**src/design/mips_pkg.sv**
```systemverilog
package mips_pkg;

	//////////////////////////////
	// Datapath widths
	//////////////////////////////

	localparam int data_width     = 32; // Register word and instruction width
	localparam int reg_count      = 32; // Architectural registers
	localparam int reg_addr_width = 5;  // Index into the register bank

	//////////////////////////////
	// Instruction field widths
	//////////////////////////////

	localparam int opcode_width = 6;  // Bits 31 to 26
	localparam int funct_width  = 6;  // Bits 5 to 0, R-format only
	localparam int imm_width    = 16; // Bits 15 to 0, I-format only

	//////////////////////////////
	// Opcodes
	//////////////////////////////

	// Register-register format, destination in rd
	localparam logic [opcode_width-1:0] op_rtype = 6'h00;

	// I-format opcodes with a destination in rt
	localparam logic [opcode_width-1:0] op_lw   = 6'h23; // Load word
	localparam logic [opcode_width-1:0] op_addi = 6'h08; // Add immediate
	localparam logic [opcode_width-1:0] op_ori  = 6'h0d; // Or immediate

	// I-format opcodes that leave the bank untouched
	localparam logic [opcode_width-1:0] op_sw  = 6'h2b; // Store word
	localparam logic [opcode_width-1:0] op_beq = 6'h04; // Branch on equal

endpackage

```
**src/design/instr_decoder.sv**
```systemverilog
`timescale 1ns/100ps

module instr_decoder
(
	input  logic                                clk,
	input  logic                                reset,
	input  logic                                instr_valid, // One-cycle strobe
	input  logic [mips_pkg::data_width-1:0]     instr,
	output logic [mips_pkg::reg_addr_width-1:0] rs_addr,     // Straight to the bank
	output logic [mips_pkg::reg_addr_width-1:0] rt_addr,     // Straight to the bank
	output logic                                dec_valid,
	output logic [mips_pkg::opcode_width-1:0]   opcode,
	output logic [mips_pkg::funct_width-1:0]    funct,
	output logic [mips_pkg::reg_addr_width-1:0] rs,
	output logic [mips_pkg::reg_addr_width-1:0] rt,
	output logic [mips_pkg::reg_addr_width-1:0] dest_reg,
	output logic                                reg_write,
	output logic [mips_pkg::data_width-1:0]     imm_ext
);

	logic [mips_pkg::opcode_width-1:0]   opcode_c; // Raw opcode field
	logic [mips_pkg::funct_width-1:0]    funct_c;  // Raw funct field
	logic [mips_pkg::reg_addr_width-1:0] rd_c;     // Raw rd field
	logic [mips_pkg::reg_addr_width-1:0] dest_c;   // Selected destination
	logic [mips_pkg::imm_width-1:0]      imm_c;    // Raw immediate
	logic                                writes_c; // Opcode writes a register

	//////////////////////////////
	// Field extraction
	//////////////////////////////

	assign opcode_c = instr[31:26];
	assign rs_addr  = instr[25:21]; // Bank reads this same cycle
	assign rt_addr  = instr[20:16];
	assign rd_c     = instr[15:11];
	assign funct_c  = instr[mips_pkg::funct_width-1:0];
	assign imm_c    = instr[mips_pkg::imm_width-1:0];

	always_comb
	begin
		case (opcode_c)
			mips_pkg::op_rtype,
			mips_pkg::op_lw,
			mips_pkg::op_addi,
			mips_pkg::op_ori:
				writes_c = 1'b1;
			default:
				writes_c = 1'b0; // sw, beq and anything unknown
		endcase
		// R-format names rd, every I-format names rt
		dest_c = (opcode_c == mips_pkg::op_rtype) ? rd_c : rt_addr;
	end

	//////////////////////////////
	// Decode register
	//////////////////////////////

	always_ff @(posedge clk)
	begin
		if (reset)
		begin
			dec_valid <= 1'b0;
			reg_write <= 1'b0;
		end
		else
		begin
			dec_valid <= instr_valid;
			reg_write <= instr_valid && writes_c && (dest_c != '0); // r0 never written
		end
	end

	always_ff @(posedge clk)
	begin
		if (instr_valid) // Payload only, held until next strobe
		begin
			opcode   <= opcode_c;
			funct    <= funct_c;
			rs       <= rs_addr;
			rt       <= rt_addr;
			dest_reg <= dest_c;
			imm_ext  <= {{(mips_pkg::data_width-mips_pkg::imm_width){imm_c[mips_pkg::imm_width-1]}},
				imm_c}; // Sign extend
		end
	end

	// Single-cycle strobes keep the decoded word to a one-cycle pulse
	a_dec_one_cycle: assert property (@(posedge clk) disable iff (reset)
		dec_valid |=> !dec_valid);

endmodule

```
**src/design/wb_arbiter.sv**
```systemverilog
`timescale 1ns/100ps

module wb_arbiter
(
	input  logic                                clk,
	input  logic                                reset,
	input  logic                                alu_wb_valid,  // ALU result strobe
	input  logic [mips_pkg::reg_addr_width-1:0] alu_wb_reg,
	input  logic [mips_pkg::data_width-1:0]     alu_wb_data,
	input  logic                                load_wb_valid, // Load result strobe
	input  logic [mips_pkg::reg_addr_width-1:0] load_wb_reg,
	input  logic [mips_pkg::data_width-1:0]     load_wb_data,
	output logic                                wr_en,         // Bank write port
	output logic [mips_pkg::reg_addr_width-1:0] wr_reg,
	output logic [mips_pkg::data_width-1:0]     wr_data
);

	logic                                slot_valid;  // Deferred ALU result present
	logic [mips_pkg::reg_addr_width-1:0] slot_reg;    // Deferred destination
	logic [mips_pkg::data_width-1:0]     slot_data;   // Deferred value
	logic                                alu_to_slot; // Fresh ALU result parked this cycle

	//////////////////////////////
	// Grant select
	//////////////////////////////

	// Priority is load, then slot, then fresh ALU
	always_comb
	begin
		wr_en       = 1'b0;
		wr_reg      = '0;
		wr_data     = '0;
		alu_to_slot = 1'b0;
		if (load_wb_valid)
		begin
			wr_en       = 1'b1;
			wr_reg      = load_wb_reg;
			wr_data     = load_wb_data;
			alu_to_slot = alu_wb_valid; // ALU loses the collision
		end
		else if (slot_valid)
		begin
			wr_en       = 1'b1;
			wr_reg      = slot_reg;
			wr_data     = slot_data;
			alu_to_slot = alu_wb_valid; // Refill keeps ALU order
		end
		else if (alu_wb_valid)
		begin
			wr_en   = 1'b1;
			wr_reg  = alu_wb_reg;
			wr_data = alu_wb_data;
		end
	end

	//////////////////////////////
	// Deferral slot
	//////////////////////////////

	always_ff @(posedge clk)
	begin
		if (reset)
			slot_valid <= 1'b0;
		else if (alu_to_slot)
			slot_valid <= 1'b1;
		else if (!load_wb_valid)
			slot_valid <= 1'b0; // Drained, or never filled
	end

	always_ff @(posedge clk)
	begin
		if (alu_to_slot)
		begin
			slot_reg  <= alu_wb_reg;
			slot_data <= alu_wb_data;
		end
	end

	// Full slot plus a load leaves nowhere for a new ALU result
	a_no_slot_overflow: assert property (@(posedge clk) disable iff (reset)
		!(slot_valid && load_wb_valid && alu_wb_valid));

endmodule

```
**src/design/register_bank.sv**
```systemverilog
`timescale 1ns/100ps

module register_bank
(
	input  logic                                clk,
	input  logic                                reset,
	input  logic [mips_pkg::reg_addr_width-1:0] rs_addr,     // First read port
	input  logic [mips_pkg::reg_addr_width-1:0] rt_addr,     // Second read port
	input  logic                                wr_en,       // From the arbiter
	input  logic [mips_pkg::reg_addr_width-1:0] wr_reg,
	input  logic [mips_pkg::data_width-1:0]     wr_data,
	output logic [mips_pkg::data_width-1:0]     read_data_1,
	output logic [mips_pkg::data_width-1:0]     read_data_2,
	output logic [mips_pkg::data_width-1:0]     jr_target    // Unregistered rs read
);

	logic [mips_pkg::data_width-1:0] regs [mips_pkg::reg_count]; // The register file

	//////////////////////////////
	// Write port
	//////////////////////////////

	// Falling edge so the next rising-edge read already sees it
	always_ff @(negedge clk)
	begin
		if (reset)
		begin
			for (int i = 0; i < mips_pkg::reg_count; i++)
				regs[i] <= mips_pkg::data_width'(i); // Register i holds i
		end
		else if (wr_en && (wr_reg != '0))
			regs[wr_reg] <= wr_data; // r0 stays hardwired
	end

	//////////////////////////////
	// Read ports
	//////////////////////////////

	always_ff @(posedge clk)
	begin
		if (reset)
		begin
			read_data_1 <= '0;
			read_data_2 <= '0;
		end
		else
		begin
			read_data_1 <= regs[rs_addr];
			read_data_2 <= regs[rt_addr];
		end
	end

	assign jr_target = regs[rs_addr]; // Jump register path, no latency

	// r0 comes back zero whatever the arbiter sent it
	a_r0_port1: assert property (@(posedge clk) disable iff (reset)
		(rs_addr == '0) |=> (read_data_1 == '0));
	a_r0_port2: assert property (@(posedge clk) disable iff (reset)
		(rt_addr == '0) |=> (read_data_2 == '0));

endmodule

```
**src/design/decode_stage.sv**
```systemverilog
`timescale 1ns/100ps

module decode_stage
(
	input  logic                                clk,
	input  logic                                reset,
	input  logic                                instr_valid,
	input  logic [mips_pkg::data_width-1:0]     instr,
	input  logic                                alu_wb_valid,
	input  logic [mips_pkg::reg_addr_width-1:0] alu_wb_reg,
	input  logic [mips_pkg::data_width-1:0]     alu_wb_data,
	input  logic                                load_wb_valid,
	input  logic [mips_pkg::reg_addr_width-1:0] load_wb_reg,
	input  logic [mips_pkg::data_width-1:0]     load_wb_data,
	output logic                                dec_valid,
	output logic [mips_pkg::opcode_width-1:0]   opcode,
	output logic [mips_pkg::funct_width-1:0]    funct,
	output logic [mips_pkg::reg_addr_width-1:0] rs,
	output logic [mips_pkg::reg_addr_width-1:0] rt,
	output logic [mips_pkg::reg_addr_width-1:0] dest_reg,
	output logic                                reg_write,
	output logic [mips_pkg::data_width-1:0]     imm_ext,
	output logic [mips_pkg::data_width-1:0]     read_data_1,
	output logic [mips_pkg::data_width-1:0]     read_data_2,
	output logic [mips_pkg::data_width-1:0]     jr_target
);

	logic [mips_pkg::reg_addr_width-1:0] rs_addr; // Decoder to bank, combinational
	logic [mips_pkg::reg_addr_width-1:0] rt_addr;
	logic                                wr_en;   // Arbiter to bank write port
	logic [mips_pkg::reg_addr_width-1:0] wr_reg;
	logic [mips_pkg::data_width-1:0]     wr_data;

	//////////////////////////////
	// Field decode
	//////////////////////////////

	instr_decoder u_instr_decoder
	(
		.clk         (clk),
		.reset       (reset),
		.instr_valid (instr_valid),
		.instr       (instr),
		.rs_addr     (rs_addr),
		.rt_addr     (rt_addr),
		.dec_valid   (dec_valid),
		.opcode      (opcode),
		.funct       (funct),
		.rs          (rs),
		.rt          (rt),
		.dest_reg    (dest_reg),
		.reg_write   (reg_write),
		.imm_ext     (imm_ext)
	);

	//////////////////////////////
	// Registers and write-back
	//////////////////////////////

	register_bank u_register_bank
	(
		.clk         (clk),
		.reset       (reset),
		.rs_addr     (rs_addr),
		.rt_addr     (rt_addr),
		.wr_en       (wr_en),
		.wr_reg      (wr_reg),
		.wr_data     (wr_data),
		.read_data_1 (read_data_1),
		.read_data_2 (read_data_2),
		.jr_target   (jr_target)
	);

	wb_arbiter u_wb_arbiter
	(
		.clk           (clk),
		.reset         (reset),
		.alu_wb_valid  (alu_wb_valid),
		.alu_wb_reg    (alu_wb_reg),
		.alu_wb_data   (alu_wb_data),
		.load_wb_valid (load_wb_valid),
		.load_wb_reg   (load_wb_reg),
		.load_wb_data  (load_wb_data),
		.wr_en         (wr_en),
		.wr_reg        (wr_reg),
		.wr_data       (wr_data)
	);

endmodule

```
**config.mk**
```make
export PLATFORM = sky130hd
export DESIGN_NAME = decode_stage
export DESIGN_NICKNAME = d
export VERILOG_FILES = /design/src/design/mips_pkg.sv /design/src/design/instr_decoder.sv /design/src/design/wb_arbiter.sv /design/src/design/register_bank.sv /design/src/design/decode_stage.sv
export SDC_FILE = /design/constraint.sdc
export NUM_CORES = 2
export LEC_CHECK = 0
export ABC_AREA = 1
export ABC_CLOCK_PERIOD_IN_PS = 7000
export CORE_MARGIN = 1
export CORE_UTILIZATION = 35
export DETAILED_ROUTE_END_ITERATION = 10
export DONT_BUFFER_PORTS = 1
export GPL_ROUTABILITY_DRIVEN = 0
export PLACE_DENSITY = 0.6
export SLEW_MARGIN = 10
export SYNTH_ARGS = -nofsm -noshare
export SYNTH_HDL_FRONTEND = slang
export SYNTH_SLANG_ARGS = --single-unit
```
**constraint.sdc**
```tcl
create_clock -name clk -period 7 [get_ports clk]
set_input_delay 1.4 -clock clk [delete_from_list [all_inputs] [get_ports clk]]
set_output_delay 1.4 -clock clk [all_outputs]
set_load 0.03 [all_outputs]
```
==> flow_summary.toml <==
[status]
status = "complete, but fails checks"
violations = "max-slew violations, negative setup slack"

[synth]
synth_top_family_by_area = "simple AND/OR/NAND/NOR gates"
synth_compound_area_frac = 0.01735
synth_top_area_cell = "edfxtp_1"
muxShareOfSynthArea = 0
ys_ff_latch = 1165
synth_top_area_share = 0.5411
syn_area_per_cell_sq_um = 8.080
synth.area.top_cells = "edfxtp_1, nand2_1, nand3_1, nor2_1, clkbuf_1"
synth_xor_area_frac = 0.0001437
synthSimpleGateAreaFrac = 0.3673
yosysSeqAreaShare = 0.5631
yosys.area_share.adder = 0
synth_cells = 7541
syn_area_sq_um = 60930
ys_warn_count = 0
ys_types = 27

[place]
io_buffers = 0
dp_slack_ns = 0.09142
hpwlAfterDp_mm = 137.5
place_area_sq_um = 64490

[floorplanning]
fp.dieArea_sq_um = 175800
rows = 152
core_area_sq_um = 172300
die_w_um = 419.2
initial_core_util = 0.3536
ios = 268
fp.dieH_um = 419.2

[timing]
finalClockSkew_ns = 0.05605
maxSlewViolCount = 179
max_slew.worst_pin.slew_ns = 1.689
setup_slack_ns = -0.1898
fin_hold_ws_ns = 0.6604
setup_violations = 29
hold_viol = 0
max_slew_margin = -0.1257
rsz0062_at_grt = "true"

[route]
drt-wirelength-per-cell_um = 22.72
dr.pass1.iters = 8
drtAntennaViolNets = 0
dr_total_vias = 60080
drcViolationCount = 0
first_iter_violations = 9420
totalWireLength_mm = 243.7
drt-vias-per-instance = 5.601

[finish]
regMostFlops = "u_register_bank.regs"
drive_above_1_share = 0.08665
multi_input_area_sq_um = 24590
nFillCells = 16900
final_common_cell = "nand2_1"
final_cell_mix = "nand2_1, nand3_1, nor2_1, edfxtp_1, inv_1"
final_nets = 8415
regArea_sq_um = 34310
fin_area_sq_um = 74060
syn_to_final_growth_pct = 21.55
largest_reg_flops = 1024

[critical_path]
worstPathRequired_ns = 5.60
arrival_ns = 5.79
rr_worst_depth = 9
cp-start-kind = "flip-flop"
crit_type = "flip-flop to output pin"
endpoint_kind = "output pin"
crit_fanout = 2

[clock_network]
clkSinkCount = 1165
clkTransAtPathRegs_ns = 0.06
clock_latency_ns = 0.81
h-tree-depth = 4
numCtsBuffers = 140
cts-root-buf = "clkbuf_16"
clockBufferDepth = 3
cts_tree = "built"

[hold_path]
worstHoldPathType = "primary input to flip-flop"
worstHoldPathCells = 1

[power_and_ir_drop]
power_density_nw_per_um2 = 278.9
p_leak_uw = 0.03362
finalPower_uw = 20660
peakVddDrop_uv = 235.6

[grt]
antenna_found_initial = 9
grt_max_degree = 516
grt_overflow = 0
grt_pass1_vias = 59520
grt_usage = 0.2702
grt_pass1_wl_mm = 355.5

[job]
maxCapViolCount = 0
-- logic make-up after synthesis --
family | Yosys count
flip-flops | 1165
AO/OA/AOI/OAI | 194
AND/OR/NAND/NOR | 5414
XOR/XNOR | 1
other | 1
buffers and inverters | 766
-- routing by layer --
metal	part of all wire	up-vias	track usage
li1	-	26440	-
met2	0.45	4494	0.4121
met3	0.14	605	0.09010
met4	0.035	2	0.1373
met5	0.000049	-	0
met1	0.38	28540	0.3401
-- synthesized netlist by cell type, drive strengths merged --
cell and n:
and2 29, inv 90, edfxtp 1098, dfxtp 67, o211ai 29, a22oi 1
conb 1, nand2 2724, clkbuf 421, clkinv 2, nand4 4, o21ai 97
buf 253, xnor2 1, a21oi 67, nor2 1126, nand3 1531
-- timing repair --
action                                 4_1_cts  5_1_grt
endpoints found under the hold margin        0        0
setup buffers                                5        5
gates resized for setup                    156       43
setup endpoints to repair                   32       32
pin swaps                                   41       20
hold buffers                                 0        0
-- critical path: stages, from the launching register on --
cell      delay (ns)
edfxtp_1        0.38
nand2_1         0.08
nand3_1         0.13
nand3_1         0.20
nand2_2         0.14
nand2_1         0.14
nand3_4         0.15
nand2_4         0.13
inv_1           0.15
-- final timing paths --
check                                                             endpoint                                  startpoint  slack, ns
worst max-delay path                                         jr_target[17]  u_register_bank.regs[28][17]$_SDFFCE_NN0P_      -0.19
worst min-delay path             u_register_bank.read_data_1[4]$_SDFF_PP0_                                       reset       0.66
worst min register to register        u_wb_arbiter.slot_valid$_SDFFE_PP0P_        u_wb_arbiter.slot_valid$_SDFFE_PP0P_       1.02
worst max register to register  u_register_bank.regs[12][16]$_SDFFCE_NN0P_        u_wb_arbiter.slot_valid$_SDFFE_PP0P_       0.84
-- final cells by class --
type                       instances  area share
clock inverter                  1123     0.06692
inverter                          91    0.005811
clock buffer                     152     0.05006
timing repair buffer             241     0.04277
antenna                            3   0.0001014
tap                             2310     0.03902
sequential                      1165      0.4633
multi-input combinational       5641      0.3320
-- per-stage QoR --
step                cells  setup TNS (ns)  utilization
floorplan            7572          -1.982            -
global placement     9439               0       0.3743
detailed placement   9439               0       0.3743
CTS                 10720          -2.325       0.4285
global route        10730          -5.048       0.4298
finish              10730          -3.296       0.4298
-- power breakdown --
group | internal, uW | total [uW] | switching, uW
Combinational | 644 | 2240 | 1600
Clock | 5360 | 10100 | 4760
Sequential | 8010 | 8290 | 286
Note: power is estimated with default switching activity, not from simulation.
